===== src/common/frontend_pkg.sv =====
`default_nettype none

package frontend_pkg;

    ////////////////////
    // Sizes and reset values
    ////////////////////

    localparam logic [31:0] reset_pc = 32'h1c00_0000;

    // 64 counters indexed by pc[7:2]
    localparam int bht_index_bits = 6;

    localparam int ibuf_depth    = 8;
    localparam int ibuf_ptr_bits = 3;

    ////////////////////
    // Opcodes in the top six bits of the word
    ////////////////////

    localparam logic [5:0] op_jirl = 6'b010011;
    localparam logic [5:0] op_b    = 6'b010100;
    localparam logic [5:0] op_bl   = 6'b010101;
    localparam logic [5:0] op_beq  = 6'b010110;
    localparam logic [5:0] op_bne  = 6'b010111;
    localparam logic [5:0] op_blt  = 6'b011000;
    localparam logic [5:0] op_bge  = 6'b011001;
    localparam logic [5:0] op_bltu = 6'b011010;
    localparam logic [5:0] op_bgeu = 6'b011011;

    ////////////////////
    // Instruction word views
    ////////////////////

    // B and BL with the 26-bit offset split in two
    typedef struct packed {
        logic [5:0]  opcode;
        logic [9:0]  offs_hi;
        logic [15:0] offs_lo;
    } inst_i26_t;

    // Conditional branches and JIRL
    typedef struct packed {
        logic [5:0]  opcode;
        logic [15:0] offs;
        logic [4:0]  rj;
        logic [4:0]  rd;
    } inst_i16_t;

    typedef union packed {
        inst_i26_t i26;
        inst_i16_t i16;
    } inst_word_u;

    ////////////////////
    // Port records
    ////////////////////

    typedef struct packed {
        logic        valid;
        logic [31:0] pc;
        logic        epoch;
    } fetch_req_t;

    typedef struct packed {
        logic        valid;
        logic [31:0] pc;
        inst_word_u  inst;
        logic        epoch;
    } fetch_resp_t;

    typedef struct packed {
        logic        is_branch;
        logic        pre_taken;
        logic [31:0] pre_target;
    } branch_info_t;

    typedef struct packed {
        logic [31:0]  inst;
        logic [31:0]  pc;
        branch_info_t branch_info;
    } inst_and_pc_t;

    // One record per resolved branch from the backend
    typedef struct packed {
        logic        valid;
        logic        is_cond;
        logic        branch_flush;
        logic [31:0] pc;
        logic        taken;
        logic [31:0] branch_actual_addr;
    } update_info_t;

endpackage

`default_nettype wire


===== src/bpu/bpu.sv =====
`default_nettype none

module bpu (
    input  logic                       clk,
    input  logic                       reset,
    input  frontend_pkg::fetch_resp_t  fetch_resp,
    input  logic                       epoch,
    input  frontend_pkg::update_info_t update_info,
    output logic                       push,
    output frontend_pkg::inst_and_pc_t push_entry,
    output logic                       pre_redirect,
    output logic [31:0]                pre_branch_addr
);

    import frontend_pkg::*;

    logic [5:0]  opcode;
    logic        is_uncond;
    logic        is_cond;
    logic        is_jirl;
    logic        bht_taken;
    logic        pre_taken;
    logic [31:0] offset;
    logic [31:0] target;

    ////////////////////
    // Pre-decode
    ////////////////////

    assign opcode = fetch_resp.inst.i26.opcode;

    always_comb begin
        is_uncond = 1'b0;
        is_cond   = 1'b0;
        is_jirl   = 1'b0;
        case (opcode)
            op_b, op_bl: is_uncond = 1'b1;
            op_beq, op_bne, op_blt, op_bge, op_bltu, op_bgeu: is_cond = 1'b1;
            op_jirl: is_jirl = 1'b1;
            default: ;
        endcase
    end

    // Byte offset sign extended from the view the opcode selects
    assign offset = is_uncond
        ? {{4{fetch_resp.inst.i26.offs_hi[9]}}, fetch_resp.inst.i26.offs_hi,
           fetch_resp.inst.i26.offs_lo, 2'b00}
        : {{14{fetch_resp.inst.i16.offs[15]}}, fetch_resp.inst.i16.offs, 2'b00};

    assign target = fetch_resp.pc + offset;

    ////////////////////
    // Direction
    ////////////////////

    branch_history_table u_branch_history_table (
        .clk,
        .reset,
        .rd_pc    (fetch_resp.pc),
        .wr_en    (update_info.valid & update_info.is_cond),
        .wr_pc    (update_info.pc),
        .wr_taken (update_info.taken),
        .rd_taken (bht_taken)
    );

    // JIRL never predicted taken
    assign pre_taken = is_uncond | (is_cond & bht_taken);

    // Responses from an older epoch belong to a dropped path
    assign push = fetch_resp.valid & (fetch_resp.epoch == epoch);

    assign pre_redirect    = push & pre_taken;
    assign pre_branch_addr = target;

    assign push_entry.inst                   = fetch_resp.inst;
    assign push_entry.pc                     = fetch_resp.pc;
    assign push_entry.branch_info.is_branch  = is_uncond | is_cond | is_jirl;
    assign push_entry.branch_info.pre_taken  = pre_taken;
    assign push_entry.branch_info.pre_target = target;

endmodule

`default_nettype wire


===== src/bpu/branch_history_table.sv =====
`default_nettype none

module branch_history_table (
    input  logic        clk,
    input  logic        reset,
    input  logic [31:0] rd_pc,
    input  logic        wr_en,
    input  logic [31:0] wr_pc,
    input  logic        wr_taken,
    output logic        rd_taken
);

    import frontend_pkg::*;

    logic [1:0]                counters [0:(1 << bht_index_bits) - 1];
    logic [bht_index_bits-1:0] rd_idx;
    logic [bht_index_bits-1:0] wr_idx;

    // Word-aligned PCs, so skip the two low bits
    assign rd_idx = rd_pc[bht_index_bits+1:2];
    assign wr_idx = wr_pc[bht_index_bits+1:2];

    always_ff @(posedge clk) begin
        if (reset) begin
            for (int i = 0; i < (1 << bht_index_bits); i++) begin
                counters[i] <= 2'b01;
            end
        end else if (wr_en) begin
            // Saturate at 00 and 11
            if (wr_taken && counters[wr_idx] != 2'b11) begin
                counters[wr_idx] <= counters[wr_idx] + 2'd1;
            end else if (!wr_taken && counters[wr_idx] != 2'b00) begin
                counters[wr_idx] <= counters[wr_idx] - 2'd1;
            end
        end
    end

    assign rd_taken = counters[rd_idx][1];

endmodule

`default_nettype wire


===== src/source/frontend_top.sv =====
`default_nettype none

module frontend_top (
    input  logic                       clk,
    input  logic                       reset,
    input  logic                       icache_stall,
    input  frontend_pkg::fetch_resp_t  fetch_resp,
    input  frontend_pkg::update_info_t update_info,
    input  logic                       send_inst_en,
    output frontend_pkg::fetch_req_t   fetch_req,
    output frontend_pkg::inst_and_pc_t inst_out,
    output logic                       inst_out_valid
);

    import frontend_pkg::*;

    logic         epoch;
    logic         pre_redirect;
    logic [31:0]  pre_branch_addr;
    logic         push;
    inst_and_pc_t push_entry;
    logic         ibuf_almost_full;

    pc_reg u_pc_reg (
        .clk,
        .reset,
        .icache_stall,
        .ibuf_almost_full,
        .pre_redirect,
        .pre_branch_addr,
        .update_info,
        .fetch_req,
        .epoch
    );

    bpu u_bpu (
        .clk,
        .reset,
        .fetch_resp,
        .epoch,
        .update_info,
        .push,
        .push_entry,
        .pre_redirect,
        .pre_branch_addr
    );

    // Only a valid update with a misprediction flushes the queue
    instbuffer u_instbuffer (
        .clk,
        .reset,
        .push,
        .push_entry,
        .branch_flush     (update_info.valid & update_info.branch_flush),
        .send_inst_en,
        .inst_out,
        .inst_out_valid,
        .ibuf_almost_full
    );

endmodule

`default_nettype wire


===== src/source/instbuffer.sv =====
`default_nettype none

module instbuffer (
    input  logic                       clk,
    input  logic                       reset,
    input  logic                       push,
    input  frontend_pkg::inst_and_pc_t push_entry,
    input  logic                       branch_flush,
    input  logic                       send_inst_en,
    output frontend_pkg::inst_and_pc_t inst_out,
    output logic                       inst_out_valid,
    output logic                       ibuf_almost_full
);

    import frontend_pkg::*;

    inst_and_pc_t             entries [0:ibuf_depth-1];
    logic [ibuf_ptr_bits-1:0] rd_ptr;
    logic [ibuf_ptr_bits-1:0] wr_ptr;
    logic [ibuf_ptr_bits:0]   count;
    logic                     full;
    logic                     do_push;
    logic                     do_pop;

    assign full    = count == (ibuf_ptr_bits + 1)'(ibuf_depth);
    assign do_pop  = inst_out_valid & send_inst_en;
    // A pop in the same cycle frees the slot for a push
    assign do_push = push & (~full | do_pop);

    ////////////////////
    // Pointers and count
    ////////////////////

    always_ff @(posedge clk) begin
        if (reset || branch_flush) begin
            rd_ptr <= '0;
            wr_ptr <= '0;
            count  <= '0;
        end else begin
            if (do_push) begin
                wr_ptr <= wr_ptr + 1'b1;
            end
            if (do_pop) begin
                rd_ptr <= rd_ptr + 1'b1;
            end
            case ({do_push, do_pop})
                2'b10:   count <= count + 1'b1;
                2'b01:   count <= count - 1'b1;
                default: ;
            endcase
        end
    end

    ////////////////////
    // Storage
    ////////////////////

    always_ff @(posedge clk) begin
        if (do_push && !branch_flush) begin
            entries[wr_ptr] <= push_entry;
        end
    end

    assign inst_out       = entries[rd_ptr];
    assign inst_out_valid = count != '0;

    // Two or fewer free slots left
    assign ibuf_almost_full = count >= (ibuf_ptr_bits + 1)'(ibuf_depth - 2);

endmodule

`default_nettype wire


===== src/source/pc_reg.sv =====
`default_nettype none

module pc_reg (
    input  logic                       clk,
    input  logic                       reset,
    input  logic                       icache_stall,
    input  logic                       ibuf_almost_full,
    input  logic                       pre_redirect,
    input  logic [31:0]                pre_branch_addr,
    input  frontend_pkg::update_info_t update_info,
    output frontend_pkg::fetch_req_t   fetch_req,
    output logic                       epoch
);

    import frontend_pkg::*;

    logic [31:0] pc;
    logic        backend_flush;
    logic        req_accepted;

    assign backend_flush = update_info.valid & update_info.branch_flush;
    assign req_accepted  = fetch_req.valid & ~icache_stall;

    // Backend flush beats a predicted redirect; both flip the epoch
    always_ff @(posedge clk) begin
        if (reset) begin
            pc    <= reset_pc;
            epoch <= 1'b0;
        end else if (backend_flush) begin
            pc    <= update_info.branch_actual_addr;
            epoch <= ~epoch;
        end else if (pre_redirect) begin
            pc    <= pre_branch_addr;
            epoch <= ~epoch;
        end else if (req_accepted) begin
            pc <= pc + 32'd4;
        end
    end

    // Stop issuing while the buffer may not hold what is in flight
    assign fetch_req.valid = ~ibuf_almost_full;
    assign fetch_req.pc    = pc;
    assign fetch_req.epoch = epoch;

endmodule

`default_nettype wire


===== config.mk =====
export PLATFORM = sky130hd
export DESIGN_NAME = frontend_top
export DESIGN_NICKNAME = d
export VERILOG_FILES = /design/src/common/frontend_pkg.sv /design/src/bpu/bpu.sv /design/src/bpu/branch_history_table.sv /design/src/source/frontend_top.sv /design/src/source/instbuffer.sv /design/src/source/pc_reg.sv
export SDC_FILE = /design/constraint.sdc
export NUM_CORES = 1
export LEC_CHECK = 0
export ABC_CLOCK_PERIOD_IN_PS = 10200
export BUFFER_PORTS_ARGS = -buffer_cell sky130_fd_sc_hd__buf_2
export CORE_MARGIN = 5
export CORE_UTILIZATION = 55
export CTS_BUF_LIST = sky130_fd_sc_hd__clkbuf_8
export CTS_CLUSTER_DIAMETER = 120
export DETAILED_ROUTE_END_ITERATION = 7
export MAX_ROUTING_LAYER = met4
export PLACE_DENSITY = 0.72
export SLEW_MARGIN = 20
export SYNTH_ARGS = -nofsm -noshare
export SYNTH_HDL_FRONTEND = slang
export SYNTH_SLANG_ARGS = --single-unit

===== constraint.sdc =====
create_clock -name clk -period 10.2 [get_ports clk]
set_clock_uncertainty 0.05 [all_clocks]
set_input_delay 1.02 -clock clk [delete_from_list [all_inputs] [get_ports clk]]
set_output_delay 1.02 -clock clk [all_outputs]
set_load 0.1 [all_outputs]

==> out/summary.md <==
* via count of the first global-routing pass: 24,700
* top cell type's share of synthesized area: 65.3%
* switching power share of the total: 28.7%
* hold buffer count at CTS: 0
* max-slew violations: 0
* largest fanout on the critical path: 28
* final worst slack: 4880 ps
* startpoint of the most critical setup path: fetch_resp[32]
* count of nets left with antenna violations after detail routing: 0
* first-pass GRT wire length: 154,000 um
* # Post-CTS Setup Buffers: 0
* synthesized instance count: 2,433
* Area growth, synth to finish: 12.2%
* count of cell types in the netlist: 82
* crit path cell chain: buf_2 -> nand2b_1 -> nor4b_4 -> buf_4 -> mux2_2 -> ha_1 -> fa_1 -> a21oi_1 -> o21ai_0 -> a21oi_2 -> a211oi_1 -> o311ai_0 -> a21oi_1 -> xor2_1
* most instantiated flip-flop cell in the synthesis netlist: edfxtp_1
* power share of the clock group: 34.5%
* leading cell types in the layout, fill and taps excluded: 896 x edfxtp_1, 244 x buf_2, 211 x mux4_2, 169 x nand2_1, 160 x clkbuf_8
* maximum buffer depth of the clock tree: 3
* outcome: completed
* number of instances resized during post-cts repair: 0
* arrival time of data at the critical path endpoint: 5740 ps
* buffer cell driving the clock tree root: clkbuf_8
* Die Y-Extent: 284 um
* portion of the post-synthesis area used by sequential elements: 67.5%
* total number of vias: 24,300
* reg-to-reg critical path endpoint: u_instbuffer.entries[2][70]$_DFFE_PP_
* largest cells by area after synthesis: edfxtp_1 65%, mux4_2 12%, mux2_2 3.3%
* Num CTS Buffers: 153
* time the worst path needs with I/O delays and setup: 5320 ps
* DIE WIDTH: 284 um
* Slowest cell on crit path: xor2_1
* switching power of the nets: 2.56 mW
* io pins: 271
* internal power consumption: 6.36 mW
* maximum single-stage delay on the critical path: 760 ps
* nets in the synthesized netlist: 2,608
* Hold Vio Cnt, Final: 0
* total negative slack for setup checks: 0 ps
* clock-pin slew of the registers on the worst-case setup and hold paths: 60 ps
* leakage: 15.4 nW
* Reg-to-Reg Start: u_pc_reg.epoch$_SDFFE_PP0P_
* proportion of power drawn by flip-flops and latches: 49.4%
* hold path cells: 3
* synthesized area: 41,200 um2
* Worst EP required: 10,620 ps
* number of enable flip-flop cells after synthesis: 896
* pin count of the biggest net entering global routing: 107
* Min-Delay Path Class: input port to flop
* max_cap viols: 0
* fraction of the cycle the final worst path needs: 52.2%
* worst slew slack as a fraction of its limit: 21.7%
* number of antenna violations at the first check in global routing: 5
* starting utilization of the core area: 55.4%
* setup repair after global routing missed its margin: no
* cell depth of the worst flop-to-flop path: 7
* initial DRC count: 2,535
* transition time at the pin with the least slew margin: 1170 ps
* GRT Util Overall: 26.0%
* Critical Path Most Common Cell: a21oi_1
* number of buffers added on ports: 244
* combinational share of power: 16.1%
* total of warnings raised by yosys: 0
* IR Drop Worst-Case VDD: 0.115 mV
* type of element capturing the critical path: flop
* flip-flop count of the largest register, all copies and words added: 768
* startpoint types: input port
* number of design rule violations left after detail routing: 0
* Mean Syn Cell Area: 16.9 um2
* source of the worst hold timing path: update_info[16]
* Overflow after GRT: 0
* area leader, netlist: edfxtp_1
* vias per std cell: 6.38
* average wire per standard cell: 27.0 um
* FF-to-FF setup slack: 6150 ps
* flip-flop and latch count after synthesis: 942
* CTS tree: built
* crit path kind: input port to flop
* Power Dens Cells: 193 nW/um2
* Setup Slack @ Placement: 4160 ps
* core outline area: 74,400 um2
* maximum level of the CTS H-tree: 4
* weighted congestion at the end of routability-driven global placement: 0.908
* final net count: 2,886
* drt total wl: 103,000 um
* fraction of final layout cells sized beyond drive strength 1: 31.8%
* count of standard-cell rows: 100
* count of TritonRoute iterations in the first routing pass: 5
* most common cell after layout, fill and taps aside: edfxtp_1
* area of the die: 80,500 um2
* Hold Path End: u_pc_reg.pc[16]$_SDFFE_PP0P_
* Final setup violation count: 0
* detailed placer's ending HPWL: 62,100 um
* async set-reset flop share out of synthesis: 0%
* latest clock arrival within the worst-skew pair: 810 ps
* # clock sinks: 942
* highest clock frequency the design can meet: 188 MHz
==> cell type report <==
class / instances / area, um2
diodes: 8 / 20.0
clock buffers: 160 / 2200
clock inverters: 111 / 669
fillers: 5340 / 28200
inverters: 27 / 101
multi-input cells: 1300 / 12600
flip-flops and latches: 942 / 27800
well taps: 969 / 1210
repair buffers: 287 / 1610
==> synth_stat cells (7+ instances only) <==
cell / n
xnor2_1: 36
clkbuf_1: 99
and3_1: 24
a31oi_1: 8
buf_4: 8
nand3_1: 47
nor4_1: 7
nor3_1: 68
nand2b_1: 22
a21o_1: 36
buf_1: 19
or3_1: 9
nand2_1: 170
a31o_2: 55
xor2_1: 27
o21ai_0: 23
nor2b_1: 10
a221oi_1: 7
buf_6: 10
mux4_1: 10
mux2_2: 120
inv_1: 27
a211oi_1: 19
a311oi_1: 12
mux4_2: 211
nand3b_1: 7
a21oi_1: 61
ha_1: 35
o211ai_1: 21
nor2_1: 101
edfxtp_1: 896
nand4_1: 13
buf_2: 26
dfxtp_1: 46
mux2i_1: 33
and2_1: 9
==> logic make-up (layout without fill, tap and decap cells) <==
group	after synthesis	count (layout)	share of synthesized area, %
buf+inv	191	585	2.14
xor+xnor	63	63	1.34
fa+ha+maj	37	37	1.16
other cells	0	8	0
mux	374	374	16.2
simple gates	516	516	6.05
flops	942	942	67.5
compound gates	310	310	5.55
==> through the flow <==
| stage | instance area, um2 | instances | utilization, % | hold WS (ps) | power, mW |
|---|---|---|---|---|---|
| final | 46200 | 3804 | 62.1 | 408 | 8.92 |
| after global placement | 43300 | 3523 | 58.1 | 409 | 5.88 |
| after global routing | 46200 | 3798 | 62.1 | 375 | 9.25 |
| after floorplan | 41200 | 2433 | - | 404 | 5.57 |
| after CTS | 46200 | 3796 | 62.1 | 337 | 8.98 |
| after detailed placement | 43300 | 3525 | 58.2 | 422 | 5.91 |
==> power by group through the flow <==
stage	Combinational, mW	Clock, mW	Sequential (mW)
final	1.43	3.08	4.40
after global routing	1.51	3.33	4.41
after CTS	1.43	3.14	4.40
after detailed placement	1.43	0	4.49
after global placement	1.39	0	4.49
after floorplan	1.02	0	4.55
==> worst max-delay path, delay by kind of cell <==
family / cells / cell delay (ps)
buf+inv: 2 / 520
compound gates: 6 / 1850
mux: 1 / 400
xor+xnor: 1 / 760
simple gates: 2 / 480
fa+ha+maj: 2 / 660
==> worst max-delay path by stage <==
| stage | endpoint | slack (ps) | depth (start not counted) |
|---|---|---|---|
| floorplan | u_instbuffer.entries[0][10]$_DFFE_PP_ | 940 | 6 |
| global placement | u_instbuffer.entries[2][30]$_DFFE_PP_ | 4220 | 14 |
| detailed placement | u_instbuffer.entries[1][30]$_DFFE_PP_ | 4160 | 14 |
| CTS | inst_out[36] | 5030 | 4 |
| global route | u_instbuffer.entries[7][30]$_DFFE_PP_ | 4690 | 14 |
| finish | u_instbuffer.entries[1][30]$_DFFE_PP_ | 4880 | 14 |
==> layer usage <==
layer / vias up / share of wire [%] / global-route usage (%)
li1: 10400 / - / -
met1: 12500 / 41 / 34.9
met2: 1234 / 47 / 39.9
met3: 187 / 9.3 / 6.89
met4: 0 / 2.6 / 7.87
met5: - / 0 / -
Note: power is estimated with default switching activity, not from simulation.
